$ cat src/logic/greenhouse_pkg.sv
package greenhouse_pkg;

	// Unsigned temperature in whole degrees
	localparam int TEMP_W = 8;

	// Signed temperature threshold
	localparam int TH_W = 8;

	// Light level and tracker dead band
	localparam int LUX_W = 16;

	// Segments a through g
	localparam int SEG_W = 7;

	// Anodes per display
	localparam int DIGIT_N = 4;

	// Active high patterns with bit 6 as a and bit 0 as g
	localparam logic [SEG_W-1:0] seg_table [0:9] = '{
		7'h7e,
		7'h30,
		7'h6d,
		7'h79,
		7'h33,
		7'h5b,
		7'h5f,
		7'h70,
		7'h7f,
		7'h7b
	};

	// Unused digit stays dark
	localparam logic [SEG_W-1:0] SEG_BLANK = 7'h00;

endpackage

$ cat src/logic/sensor_capture.sv
`timescale 1ns/1ps

module sensor_capture (
	input  logic                              clk,
	input  logic                              arst_n,
	input  logic                              sample,
	input  logic [greenhouse_pkg::TEMP_W-1:0] solar_celcius,
	input  logic [greenhouse_pkg::TEMP_W-1:0] greenhouse_celcius,
	input  logic [greenhouse_pkg::TEMP_W-1:0] ambient_celcius,
	input  logic [greenhouse_pkg::TEMP_W-1:0] geothermal_celcius,
	input  logic [greenhouse_pkg::LUX_W-1:0]  n_lux,
	input  logic [greenhouse_pkg::LUX_W-1:0]  e_lux,
	input  logic [greenhouse_pkg::LUX_W-1:0]  s_lux,
	input  logic [greenhouse_pkg::LUX_W-1:0]  w_lux,
	output logic [greenhouse_pkg::TEMP_W-1:0] solar_celcius_q,
	output logic [greenhouse_pkg::TEMP_W-1:0] greenhouse_celcius_q,
	output logic [greenhouse_pkg::TEMP_W-1:0] ambient_celcius_q,
	output logic [greenhouse_pkg::TEMP_W-1:0] geothermal_celcius_q,
	output logic [greenhouse_pkg::LUX_W-1:0]  n_lux_q,
	output logic [greenhouse_pkg::LUX_W-1:0]  e_lux_q,
	output logic [greenhouse_pkg::LUX_W-1:0]  s_lux_q,
	output logic [greenhouse_pkg::LUX_W-1:0]  w_lux_q,
	output logic                              sample_seen
);

	// Whole snapshot is taken on one strobe so all readings belong together.
	always_ff @(posedge clk or negedge arst_n) begin
		if (!arst_n) begin
			solar_celcius_q      <= '0;
			greenhouse_celcius_q <= '0;
			ambient_celcius_q    <= '0;
			geothermal_celcius_q <= '0;
			n_lux_q              <= '0;
			e_lux_q              <= '0;
			s_lux_q              <= '0;
			w_lux_q              <= '0;
		end else if (sample) begin
			solar_celcius_q      <= solar_celcius;
			greenhouse_celcius_q <= greenhouse_celcius;
			ambient_celcius_q    <= ambient_celcius;
			geothermal_celcius_q <= geothermal_celcius;
			n_lux_q              <= n_lux;
			e_lux_q              <= e_lux;
			s_lux_q              <= s_lux;
			w_lux_q              <= w_lux;
		end
	end

	// Sticky until reset
	always_ff @(posedge clk or negedge arst_n) begin
		if (!arst_n) begin
			sample_seen <= 1'b0;
		end else if (sample) begin
			sample_seen <= 1'b1;
		end
	end

endmodule

$ cat src/logic/heat_exchange_control.sv
`timescale 1ns/1ps

module heat_exchange_control (
	input  logic                                    clk,
	input  logic                                    arst_n,
	input  logic                                    sample_seen,
	input  logic        [greenhouse_pkg::TEMP_W-1:0] greenhouse_temp,
	input  logic        [greenhouse_pkg::TEMP_W-1:0] source_temp,
	input  logic signed [greenhouse_pkg::TH_W-1:0]   cooldown_th,
	input  logic signed [greenhouse_pkg::TH_W-1:0]   heatup_th,
	output logic                                    enable
);

	// One extra bit so unsigned readings compare against negative thresholds
	localparam int CMP_W = greenhouse_pkg::TEMP_W + 1;

	logic signed [CMP_W-1:0] gh_s;
	logic signed [CMP_W-1:0] src_s;
	logic signed [CMP_W-1:0] cool_s;
	logic signed [CMP_W-1:0] heat_s;
	logic                    src_colder;
	logic                    src_warmer;
	logic                    cool_demand;
	logic                    heat_demand;

	assign gh_s   = $signed({1'b0, greenhouse_temp});
	assign src_s  = $signed({1'b0, source_temp});
	assign cool_s = CMP_W'(cooldown_th);
	assign heat_s = CMP_W'(heatup_th);

	assign src_colder = src_s < gh_s;
	assign src_warmer = src_s > gh_s;

	// Too warm inside and the source can take heat away
	assign cool_demand = (gh_s > cool_s) && src_colder;
	// Too cold inside and the source can bring heat in
	assign heat_demand = (gh_s < heat_s) && src_warmer;

	always_ff @(posedge clk or negedge arst_n) begin
		if (!arst_n) begin
			enable <= 1'b0;
		end else begin
			enable <= sample_seen && (cool_demand || heat_demand);
		end
	end

endmodule

$ cat src/logic/solar_tracker.sv
`timescale 1ns/1ps

module solar_tracker (
	input  logic                             clk,
	input  logic                             arst_n,
	input  logic                             sample_seen,
	input  logic [greenhouse_pkg::LUX_W-1:0] n_lux,
	input  logic [greenhouse_pkg::LUX_W-1:0] e_lux,
	input  logic [greenhouse_pkg::LUX_W-1:0] s_lux,
	input  logic [greenhouse_pkg::LUX_W-1:0] w_lux,
	input  logic [greenhouse_pkg::LUX_W-1:0] dead_band,
	output logic                             move_north,
	output logic                             move_east,
	output logic                             move_south,
	output logic                             move_west
);

	// Difference of two unsigned levels fits in one extra signed bit
	localparam int DIFF_W = greenhouse_pkg::LUX_W + 1;

	logic signed [DIFF_W-1:0] n_s;
	logic signed [DIFF_W-1:0] e_s;
	logic signed [DIFF_W-1:0] s_s;
	logic signed [DIFF_W-1:0] w_s;
	logic signed [DIFF_W-1:0] band_s;
	logic signed [DIFF_W-1:0] ns_diff;
	logic signed [DIFF_W-1:0] sn_diff;
	logic signed [DIFF_W-1:0] ew_diff;
	logic signed [DIFF_W-1:0] we_diff;

	assign n_s    = $signed({1'b0, n_lux});
	assign e_s    = $signed({1'b0, e_lux});
	assign s_s    = $signed({1'b0, s_lux});
	assign w_s    = $signed({1'b0, w_lux});
	assign band_s = $signed({1'b0, dead_band});

	assign ns_diff = n_s - s_s;
	assign sn_diff = s_s - n_s;
	assign ew_diff = e_s - w_s;
	assign we_diff = w_s - e_s;

	// Band is never negative, so at most one of each pair can pass
	always_ff @(posedge clk or negedge arst_n) begin
		if (!arst_n) begin
			move_north <= 1'b0;
			move_east  <= 1'b0;
			move_south <= 1'b0;
			move_west  <= 1'b0;
		end else begin
			move_north <= sample_seen && (ns_diff > band_s);
			move_south <= sample_seen && (sn_diff > band_s);
			move_east  <= sample_seen && (ew_diff > band_s);
			move_west  <= sample_seen && (we_diff > band_s);
		end
	end

endmodule

$ cat src/logic/seven_segment_controller.sv
`timescale 1ns/1ps

module seven_segment_controller #(
	parameter int unsigned REFRESH_CYCLES = 4
) (
	input  logic                               clk,
	input  logic                               arst_n,
	input  logic [greenhouse_pkg::TEMP_W-1:0]  binary,
	output logic [greenhouse_pkg::DIGIT_N-1:0] anode_en,
	output logic [greenhouse_pkg::SEG_W-1:0]   segments
);

	localparam int CNT_W = (REFRESH_CYCLES > 1) ? $clog2(REFRESH_CYCLES) : 1;
	localparam int IDX_W = $clog2(greenhouse_pkg::DIGIT_N);
	localparam logic [CNT_W-1:0] CNT_LAST = CNT_W'(REFRESH_CYCLES - 1);

	logic [CNT_W-1:0]                 refresh_cnt;
	logic                             tick;
	logic                             scan_on;
	logic [IDX_W-1:0]                 digit_idx;
	logic [IDX_W-1:0]                 digit_next;
	logic [IDX_W-1:0]                 sel_idx;
	logic [3:0]                       ones;
	logic [3:0]                       tens;
	logic [3:0]                       hundreds;
	logic [greenhouse_pkg::SEG_W-1:0] pattern;

	assign tick = refresh_cnt == CNT_LAST;

	// First tick lights anode 0, later ticks step through the rest
	assign digit_next = scan_on ? digit_idx + 1'b1 : '0;

	// Digit that is lit in the next cycle
	assign sel_idx = tick ? digit_next : digit_idx;

	always_ff @(posedge clk or negedge arst_n) begin
		if (!arst_n) begin
			refresh_cnt <= '0;
		end else if (tick) begin
			refresh_cnt <= '0;
		end else begin
			refresh_cnt <= refresh_cnt + 1'b1;
		end
	end

	always_ff @(posedge clk or negedge arst_n) begin
		if (!arst_n) begin
			scan_on   <= 1'b0;
			digit_idx <= '0;
			anode_en  <= '0;
		end else if (tick) begin
			scan_on   <= 1'b1;
			digit_idx <= digit_next;
			anode_en  <= greenhouse_pkg::DIGIT_N'(1) << digit_next;
		end
	end

	// Constant divisors, so no divider core is needed
	assign hundreds = 4'(binary / 8'd100);
	assign tens     = 4'((binary / 8'd10) % 8'd10);
	assign ones     = 4'(binary % 8'd10);

	always_comb begin
		case (sel_idx)
			2'd0:    pattern = greenhouse_pkg::seg_table[ones];
			2'd1:    pattern = greenhouse_pkg::seg_table[tens];
			2'd2:    pattern = greenhouse_pkg::seg_table[hundreds];
			default: pattern = greenhouse_pkg::SEG_BLANK;
		endcase
	end

	// Follows the value every cycle, not only when the anode moves
	always_ff @(posedge clk or negedge arst_n) begin
		if (!arst_n) begin
			segments <= greenhouse_pkg::SEG_BLANK;
		end else if (scan_on || tick) begin
			segments <= pattern;
		end
	end

endmodule

$ cat src/logic/greenhouse_ctrl.sv
`timescale 1ns/1ps

module greenhouse_ctrl #(
	parameter int unsigned REFRESH_CYCLES = 4
) (
	input  logic                                     clk,
	input  logic                                     arst_n,
	input  logic                                     sample,
	input  logic        [greenhouse_pkg::TEMP_W-1:0]  solar_celcius,
	input  logic        [greenhouse_pkg::TEMP_W-1:0]  greenhouse_celcius,
	input  logic        [greenhouse_pkg::TEMP_W-1:0]  ambient_celcius,
	input  logic        [greenhouse_pkg::TEMP_W-1:0]  geothermal_celcius,
	input  logic        [greenhouse_pkg::LUX_W-1:0]   n_lux,
	input  logic        [greenhouse_pkg::LUX_W-1:0]   e_lux,
	input  logic        [greenhouse_pkg::LUX_W-1:0]   s_lux,
	input  logic        [greenhouse_pkg::LUX_W-1:0]   w_lux,
	input  logic        [greenhouse_pkg::LUX_W-1:0]   solar_th,
	input  logic signed [greenhouse_pkg::TH_W-1:0]    solar_cooldown_th,
	input  logic signed [greenhouse_pkg::TH_W-1:0]    solar_heatup_th,
	input  logic signed [greenhouse_pkg::TH_W-1:0]    ambient_cooldown_th,
	input  logic signed [greenhouse_pkg::TH_W-1:0]    ambient_heatup_th,
	input  logic signed [greenhouse_pkg::TH_W-1:0]    geothermal_cooldown_th,
	input  logic signed [greenhouse_pkg::TH_W-1:0]    geothermal_heatup_th,
	output logic                                     window_open,
	output logic                                     fan_on,
	output logic                                     geothermal_on,
	output logic                                     solarheater_on,
	output logic                                     move_north,
	output logic                                     move_east,
	output logic                                     move_south,
	output logic                                     move_west,
	output logic        [greenhouse_pkg::DIGIT_N-1:0] solar_anode_en,
	output logic        [greenhouse_pkg::SEG_W-1:0]   solar_segments,
	output logic        [greenhouse_pkg::DIGIT_N-1:0] greenhouse_anode_en,
	output logic        [greenhouse_pkg::SEG_W-1:0]   greenhouse_segments,
	output logic        [greenhouse_pkg::DIGIT_N-1:0] ambient_anode_en,
	output logic        [greenhouse_pkg::SEG_W-1:0]   ambient_segments,
	output logic        [greenhouse_pkg::DIGIT_N-1:0] geothermal_anode_en,
	output logic        [greenhouse_pkg::SEG_W-1:0]   geothermal_segments
);

	logic [greenhouse_pkg::TEMP_W-1:0] solar_celcius_q;
	logic [greenhouse_pkg::TEMP_W-1:0] greenhouse_celcius_q;
	logic [greenhouse_pkg::TEMP_W-1:0] ambient_celcius_q;
	logic [greenhouse_pkg::TEMP_W-1:0] geothermal_celcius_q;
	logic [greenhouse_pkg::LUX_W-1:0]  n_lux_q;
	logic [greenhouse_pkg::LUX_W-1:0]  e_lux_q;
	logic [greenhouse_pkg::LUX_W-1:0]  s_lux_q;
	logic [greenhouse_pkg::LUX_W-1:0]  w_lux_q;
	logic                              sample_seen;

	// Window opens whenever the fan runs
	assign window_open = fan_on;

	sensor_capture i_capture (
		.clk                  (clk),
		.arst_n               (arst_n),
		.sample               (sample),
		.solar_celcius        (solar_celcius),
		.greenhouse_celcius   (greenhouse_celcius),
		.ambient_celcius      (ambient_celcius),
		.geothermal_celcius   (geothermal_celcius),
		.n_lux                (n_lux),
		.e_lux                (e_lux),
		.s_lux                (s_lux),
		.w_lux                (w_lux),
		.solar_celcius_q      (solar_celcius_q),
		.greenhouse_celcius_q (greenhouse_celcius_q),
		.ambient_celcius_q    (ambient_celcius_q),
		.geothermal_celcius_q (geothermal_celcius_q),
		.n_lux_q              (n_lux_q),
		.e_lux_q              (e_lux_q),
		.s_lux_q              (s_lux_q),
		.w_lux_q              (w_lux_q),
		.sample_seen          (sample_seen)
	);

	// Fan against ambient air
	heat_exchange_control i_fan_ctrl (
		.clk             (clk),
		.arst_n          (arst_n),
		.sample_seen     (sample_seen),
		.greenhouse_temp (greenhouse_celcius_q),
		.source_temp     (ambient_celcius_q),
		.cooldown_th     (ambient_cooldown_th),
		.heatup_th       (ambient_heatup_th),
		.enable          (fan_on)
	);

	heat_exchange_control i_geothermal_ctrl (
		.clk             (clk),
		.arst_n          (arst_n),
		.sample_seen     (sample_seen),
		.greenhouse_temp (greenhouse_celcius_q),
		.source_temp     (geothermal_celcius_q),
		.cooldown_th     (geothermal_cooldown_th),
		.heatup_th       (geothermal_heatup_th),
		.enable          (geothermal_on)
	);

	// Solar heater compares the panel temperature against itself as the inside reading
	heat_exchange_control i_solarheater_ctrl (
		.clk             (clk),
		.arst_n          (arst_n),
		.sample_seen     (sample_seen),
		.greenhouse_temp (solar_celcius_q),
		.source_temp     (solar_celcius_q),
		.cooldown_th     (solar_cooldown_th),
		.heatup_th       (solar_heatup_th),
		.enable          (solarheater_on)
	);

	solar_tracker i_tracker (
		.clk         (clk),
		.arst_n      (arst_n),
		.sample_seen (sample_seen),
		.n_lux       (n_lux_q),
		.e_lux       (e_lux_q),
		.s_lux       (s_lux_q),
		.w_lux       (w_lux_q),
		.dead_band   (solar_th),
		.move_north  (move_north),
		.move_east   (move_east),
		.move_south  (move_south),
		.move_west   (move_west)
	);

	seven_segment_controller #(.REFRESH_CYCLES(REFRESH_CYCLES)) i_solar_disp (
		.clk      (clk),
		.arst_n   (arst_n),
		.binary   (solar_celcius_q),
		.anode_en (solar_anode_en),
		.segments (solar_segments)
	);

	seven_segment_controller #(.REFRESH_CYCLES(REFRESH_CYCLES)) i_greenhouse_disp (
		.clk      (clk),
		.arst_n   (arst_n),
		.binary   (greenhouse_celcius_q),
		.anode_en (greenhouse_anode_en),
		.segments (greenhouse_segments)
	);

	seven_segment_controller #(.REFRESH_CYCLES(REFRESH_CYCLES)) i_ambient_disp (
		.clk      (clk),
		.arst_n   (arst_n),
		.binary   (ambient_celcius_q),
		.anode_en (ambient_anode_en),
		.segments (ambient_segments)
	);

	seven_segment_controller #(.REFRESH_CYCLES(REFRESH_CYCLES)) i_geothermal_disp (
		.clk      (clk),
		.arst_n   (arst_n),
		.binary   (geothermal_celcius_q),
		.anode_en (geothermal_anode_en),
		.segments (geothermal_segments)
	);

endmodule

$ cat config.mk
export PLATFORM = sky130hd
export DESIGN_NAME = greenhouse_ctrl
export DESIGN_NICKNAME = d
export VERILOG_FILES = /design/src/logic/greenhouse_pkg.sv /design/src/logic/sensor_capture.sv /design/src/logic/heat_exchange_control.sv /design/src/logic/solar_tracker.sv /design/src/logic/seven_segment_controller.sv /design/src/logic/greenhouse_ctrl.sv
export SDC_FILE = /design/constraint.sdc
export NUM_CORES = 1
export LEC_CHECK = 0
export BUFFER_PORTS_ARGS = -buffer_cell sky130_fd_sc_hd__buf_2
export CAP_MARGIN = 20
export CORE_MARGIN = 2
export CORE_UTILIZATION = 45
export CTS_CLUSTER_DIAMETER = 150
export DETAILED_ROUTE_END_ITERATION = 16
export PLACE_DENSITY = 0.66
export REMOVE_ABC_BUFFERS = 1
export SYNTH_ARGS = -nofsm -noshare
export SYNTH_HDL_FRONTEND = slang
export SYNTH_HIERARCHICAL = 1
export SYNTH_SLANG_ARGS = --single-unit
$ cat constraint.sdc
create_clock -name clk -period 4.8 [get_ports clk]
set_clock_uncertainty 0.05 [all_clocks]
set_input_delay 0.24 -clock clk [delete_from_list [all_inputs] [get_ports clk]]
set_output_delay 0.24 -clock clk [all_outputs]
set_load 0.02 [all_outputs]
# Word-level counts from Yosys, hierarchy flattened
# Memory sizes are Yosys's and may differ from the RTL's.
# Cells that the tools add are included.
[totals]
ff_bits = 168
romBits = 1344
input_bits = 163
output_inout_bits = 52
mem_count = 12
[op_classes]
add_sub_neg = 12
div_mod_pow = 16
magnitude_cmp = 28
n_eq_ne = 12
n_shift = 4
mux = 40
n_bitwise = 12
reduce_logical = 24
[mem_list]
columns = ["name", "words", "width", "read_ports", "rd_clocked_by_memory_dff", "wr", "line", "rtl"]
rows = [
  ["(no name shown)", 16, 7, 1, 0, 0, "seven_segment_controller.sv:65", "2'd0: pattern = greenhouse_pkg::seg_table[ones];"],
  ["(no name shown)", 16, 7, 1, 0, 0, "seven_segment_controller.sv:66", "2'd1: pattern = greenhouse_pkg::seg_table[tens];"],
  ["(no name shown)", 16, 7, 1, 0, 0, "seven_segment_controller.sv:67", "2'd2: pattern = greenhouse_pkg::seg_table[hundreds];"],
  ["(no name shown)", 16, 7, 1, 0, 0, "seven_segment_controller.sv:65", ""],
  ["(no name shown)", 16, 7, 1, 0, 0, "seven_segment_controller.sv:66", ""],
  ["(no name shown)", 16, 7, 1, 0, 0, "seven_segment_controller.sv:67", ""],
  ["6 more memories", "--", "--", "--", "--", "--", "--", ""],
]
[op_table]
columns = ["cell", "n"]
rows = [
  ["7-bit 2-to-1 mux", 24],
  ["7-bit one-hot mux with 3 select lines", 4],
  ["17-bit greater-than comparator", 4],
  ["16-bit by 16-bit subtractor with 17-bit output", 4],
  ["8-bit by 4-bit modulo with 8-bit output (second input constant)", 8],
  ["5-bit greater-or-equal comparator (second input constant)", 12],
  ["4-bit inverter with 5-bit output", 12],
  ["8-bit by 4-bit divider with 8-bit output (second input constant)", 4],
  ["8-bit by 7-bit divider with 8-bit output (second input constant)", 4],
  ["9-bit by 8-bit greater-than comparator with 1-bit output", 3],
  ["9-bit by 8-bit < comparator with 1-bit output", 3],
  ["8-bit greater-than comparator", 3],
  ["8-bit < comparator", 3],
  ["2-bit 2-to-1 mux", 12],
  ["2-bit by 1-bit adder with 2-bit output (second input constant)", 8],
  ["2-bit equality test (second input constant)", 8],
  ["1-bit by 2-bit left shift with 4-bit output (first input constant)", 4],
  ["1-bit logical AND", 13],
  ["2-bit by 1-bit equality test with 1-bit output (second input constant)", 4],
  ["2-bit zero test", 4],
  ["1-bit logical OR", 7],
]

# Depth between registers and ports, before layout
[depth]
depth_word = 7
depth_mapped = 22
ltp_nobuf = 21

# Modules after synthesis
# Netlist, hierarchy kept.
[modules_own_cells]
columns = ["mod", "instances", "cells_per_inst", "area_each_um2", "seq_area_each_um2"]
rows = [
  ["seven_segment_controller at i_ambient_disp ...", 3, 266, 2223.4, 400.4],
  ["solar_tracker", 1, 676, 4919.7, 100.1],
  ["sensor_capture", 1, 205, 3709.8, 2427.3],
  ["seven_segment_controller at i_solar_disp", 1, 288, 2290.9, 400.4],
  ["heat_exchange_control", 3, 81, 630.6, 25.0],
  ["greenhouse_ctrl", 1, 1, 7.5, 0.0],
]

# Worst setup path before layout
# Ideal clock, no wire load.
[synth_timing]
path_kind = "register to register"
from = "reg i_capture/solar_celcius_q[3] (netlist name)"
to = "reg i_solar_disp/segments[1] (netlist name)"
setup_time_ns = 0.129
arrival_ns = 4.488
required_time_ns = 4.621
setup_slack_ns = 0.133
path_stages_with_launch = 22
cell_sequence = "dfrtp_1 -> clkbuf_1 -> inv_1 -> ha_1 -> nand2b_1 -> a21o_1 -> a2111oi_4 -> a21oi_1 -> o21ai_1 -> inv_1 -> ha_1 -> o21bai_1 -> a211oi_1 -> mux2i_1 -> o21ai_0 -> xnor2_1 -> inv_1 -> ha_1 -> inv_1 -> mux2i_1 -> o21ai_0 -> a31oi_1"
[synth_via]
elab_chain_cells = 7
[synth_lines]
columns = ["item", "line", "rtl"]
rows = [
  ["from (decl)", "sensor_capture.sv:15", "output logic [greenhouse_pkg::TEMP_W-1:0] solar_celcius_q,"],
  ["from (signal assigned)", "sensor_capture.sv:38", "solar_celcius_q <= solar_celcius;"],
  ["8-bit by 4-bit divider with 8-bit output", "seven_segment_controller.sv:60", "assign tens = 4'((binary / 8'd10) % 8'd10);"],
  ["8-bit by 4-bit modulo with 8-bit output", "seven_segment_controller.sv:60", ""],
  ["4-bit inverter with 5-bit output (implied by the code)", "seven_segment_controller.sv:66", ""],
  ["memory read 16 x 7 bit", "--", ""],
  ["7-bit 2-to-1 mux (implied by the code) (2 in a row)", "seven_segment_controller.sv:66", ""],
  ["7-bit one-hot mux with 3 select lines *", "seven_segment_controller.sv:64", "case (sel_idx)"],
  ["to (signal assigned)", "seven_segment_controller.sv:75", "segments <= greenhouse_pkg::SEG_BLANK;"],
  ["to (signal assigned)", "seven_segment_controller.sv:77", "segments <= pattern;"],
  ["to (decl)", "seven_segment_controller.sv:10", "output logic [greenhouse_pkg::SEG_W-1:0] segments"],
]
# Every way passes the cells marked *; elsewhere a longest branch is shown, timed or not. The select of a mux whose other input is x is not followed.
# A chain may end at the register's enable or synchronous reset.

# Worst setup path in the final report
[layout_timing]
from = "reg i_capture/solar_celcius_q[3] (netlist name)"
to = "reg i_solar_disp/segments[0] (netlist name)"
# The elaborated chain is that of the path after synthesis.

==> reports/qor.yml <==
setup_path:
  r2r-start: "i_capture/solar_celcius_q[3]$_DFFE_PN0P_"
  crit_start: "i_capture/solar_celcius_q[3]$_DFFE_PN0P_"
  path_buf_inv: 2
  crit_arrival_ns: 4.75
  critPathLaunchType: "register"
  cp_cell_sequence: "inv_2, ha_1, nand2b_1, a21oi_1, or2_2, a2111oi_4, xnor2_1, a211oi_4, nand2_1, inv_1, xnor2_1, ha_1, a31oi_1, nor3_1, o211a_1, o21a_1, o31ai_1"
  cpPeakStageDelay_ns: 0.52
  critical_path_cell_count: 17
  crit_path_max_fanout: 9
  regToRegSetupSlack_ns: 0.40
  crit_slowest_cell: "a2111oi_4"
  crit_type: "reg -> reg"
  end_kind: "register"
  r2r-end: "i_solar_disp/segments[0]$_DFFE_PN0P_"
  r2r_cells: 17
  cp_data_required_time_ns: 5.15
  crit_path_end: "i_solar_disp/segments[0]$_DFFE_PN0P_"
  critPathTopFamily: "compound AO/OA/AOI/OAI gates"
worst_hold_path:
  min_path_type: "in -> reg"
  hold_depth: 5
power_and_ir_drop:
  ir_drop_uv: 204
  internal-power_mw: 4.19
  power_frac_seq: 0.221
  power_frac_comb: 0.583
  cellPowerDensity_nw_per_um2: 332
  p_total_mw: 7.47
  swShare: 0.439
  p_leak_nw: 10.9
  pwr-share-clk: 0.196
  power.switching_mw: 3.28
timing:
  finalSetupTns_ns: 0
  hold_slack_ns: 0.178
  final-hold-violation-count: 0
  worstMarginPinSlew_ns: 0.947
  setup_viol: 0
  worst_slack_ns: 0.397
  min_period_ns: 4.40
  slew_violations: 0
  fmax_mhz: 227
  max-slew-margin-rel: 0.368
  fin_crit_sh: 0.917
routing:
  post_drt_wl_per_cell_um: 17.4
  dr.pass1.iters: 6
  ant_nets: 0
  drt_iter0_drc: 1338
  wl_um: 53600
  viasPerCell: 5.64
  drc_errors: 0
  vias: 17400
global_route:
  grt_usage: 0.241
  grt-ovfl-total: 0
  grt_pass1_wl_um: 87000
  grt_pass1_vias: 17000
  antenna_found_initial: 8
  grt_max_degree: 90
synth:
  synth_top_cell_by_area: "dfrtp_1"
  syn_avg_cell_area_um2: 8.81
  ys.warnings.count: 6
  synth_cell_types: 113
  async_reset_ff_frac: 1.00
  netlist_top_cells_area: "dfrtp_1 22%, ha_1 17%, inv_1 4.6%"
  yosysTopAreaCellShare: 0.216
  synth_most_common_cell: "ha_1"
  ys_seq_area_frac: 0.216
  syn_inst: 2211
  synth_area_um2: 19500
  yosys_register_bits: 168
  synth_common_cells: "269 x ha_1, 238 x inv_1, 168 x dfrtp_1, 151 x a21oi_1, 118 x nor2_1"
  synthFlopType: "dfrtp_1"
  synth_edf_count: 0
clock_tree:
  clock_path_buffers: 2
  cts_buffers: 17
  htree_levels: 4
  ctsRootBufferMaster: "clkbuf_16"
  path_clk_slew_ns: 0.07
  clock-sinks: 168
  clk_latency_ns: 0.49
  cts_tree: "built"
floorplan:
  core_area_um2: 42900
  die-area_um2: 45000
  chipHeight_um: 212
  start_util: 0.454
  die_w_um: 212
  io_pins: 215
  rows: 76
place:
  dp_cells: 2950
  gp_congestion: 0.913
  place_ws_ns: 0.105
  port_buffers: 214
  dp_hpwl_um: 40500
layout:
  fin_nets: 2918
  drive_above_1_share: 0.196
  instances_no_fill: 3086
  area_growth_pct: 15.5
outcome:
  status: "finished clean"
run:
  cap_violations: 0
## sequential cells by signal (all words and copies together) (netlist names), 4 cells and up
signal and count:
i_capture/n_lux_q 16, i_ambient_disp/segments 7, i_capture/w_lux_q 16, i_capture/ambient_celcius_q 8, i_capture/e_lux_q 16, i_capture/geothermal_celcius_q 8
i_greenhouse_disp/anode_en 4, i_capture/greenhouse_celcius_q 8, i_greenhouse_disp/segments 7, i_solar_disp/anode_en 4, i_solar_disp/segments 7, i_geothermal_disp/anode_en 4
i_capture/s_lux_q 16, i_ambient_disp/anode_en 4, i_capture/solar_celcius_q 8, i_geothermal_disp/segments 7
## placed cells by master, fill, tap and decap left out, drive strengths merged, types with 18 or more instances in the layout
cell type | synthesis | final
dfrtp | 168 | 168
nand4 | 30 | 30
buf | 54 | 241
a211oi | 36 | 36
mux2i | 46 | 46
dlygate4sd3 | 0 | 97
nor3 | 38 | 38
a21o | 55 | 55
nand3 | 55 | 55
nand2 | 114 | 114
o211ai | 33 | 33
mux2 | 104 | 104
o21a | 19 | 19
o2111ai | 18 | 18
ha | 269 | 269
nand3b | 19 | 19
and2 | 20 | 20
inv | 242 | 243
a21oi | 159 | 159
and3 | 27 | 27
xor2 | 26 | 26
a211o | 18 | 18
nor2b | 41 | 41
nand2b | 26 | 26
clkbuf | 32 | 20
o21ai | 126 | 126
xnor2 | 48 | 48
a31oi | 20 | 20
nor2 | 124 | 124
## logic make-up (layout without fill, tap and decap cells)
logic type | Yosys count | in the layout | synth area share
AO/OA/AOI/OAI | 641 | 641 | 0.235
adder cells (fa/ha/maj) | 276 | 276 | 0.178
AND/OR/NAND/NOR | 566 | 566 | 0.164
multiplexers | 150 | 150 | 0.0937
flip-flops | 168 | 168 | 0.216
XOR/XNOR | 74 | 74 | 0.0342
other | 0 | 6 | 0
buffers and inverters | 336 | 620 | 0.0785
## worst register-to-register path, delay by kind of cell (launching register included)
kind                       cells  cell delay [ns]
AOI/OAI and AO/OA              7             1.89
xor gates and xnor gates       2             0.36
adders and majority gates      2             0.45
buffers and inverters          2             0.33
DFF                            1             0.38
and+or+nand+nor                4             0.86
## cell type report
type / count / area (µm²)
Antenna cell: 6 / 15.0
Clock buffer: 20 / 437
Clock inverter: 12 / 151
Fill cell: 3971 / 20400
Inverter: 250 / 943
Multi-Input combinational cell: 1707 / 13800
Sequential cell: 168 / 4200
Tap cell: 585 / 732
Timing Repair Buffer: 338 / 2250
## power by group through the flow
stage	registers (mW)	clock network [mW]	logic [mW]
4_1_cts	1.65	1.52	4.32
2_1_floorplan	1.70	0	3.19
3_3_place_gp	1.67	0	4.09
3_5_place_dp	1.68	0	4.22
6_report	1.65	1.46	4.36
5_1_grt	1.67	1.56	4.88
## layer usage
metal / track usage / share of wire / vias to the layer above
met5: 0 / 0.00039 / -
met4: 0.0794 / 0.022 / 4
met3: 0.0368 / 0.040 / 66
met2: 0.394 / 0.47 / 409
met1: 0.324 / 0.47 / 8342
li1: - / - / 8585
## worst min-delay path by stage
stage	endpoint	startpoint	slack [ns]
3_3_place_gp	i_capture/solar_celcius_q[3]$_DFFE_PN0P_	arst_n	0.33
2_1_floorplan	i_ambient_disp/anode_en[0]$_DFFE_PN0P_	arst_n	-0.11
6_report	i_geothermal_ctrl/enable$_DFF_PN0_	geothermal_cooldown_th[7]	0.18
5_1_grt	i_geothermal_ctrl/enable$_DFF_PN0_	geothermal_cooldown_th[7]	0.17
3_5_place_dp	i_capture/solar_celcius_q[3]$_DFFE_PN0P_	arst_n	0.34
4_1_cts	i_fan_ctrl/enable$_DFF_PN0_	ambient_heatup_th[7]	0.12
## stage by stage
stage	cell area (µm²)	utilization
after global placement	20900	0.488
after CTS	22500	0.524
after floorplan	18900	-
final	22500	0.525
after detailed placement	20900	0.488
after global routing	22500	0.525
## timing repair
action | CTS | global route
endpoints found under the setup margin | 0 | 7
gates resized for setup | 0 | 4
hold endpoints to repair | 183 | 0
buffers inserted | 0 | 1
hold buffers | 97 | 0
(Power assumes the default switching activity.)
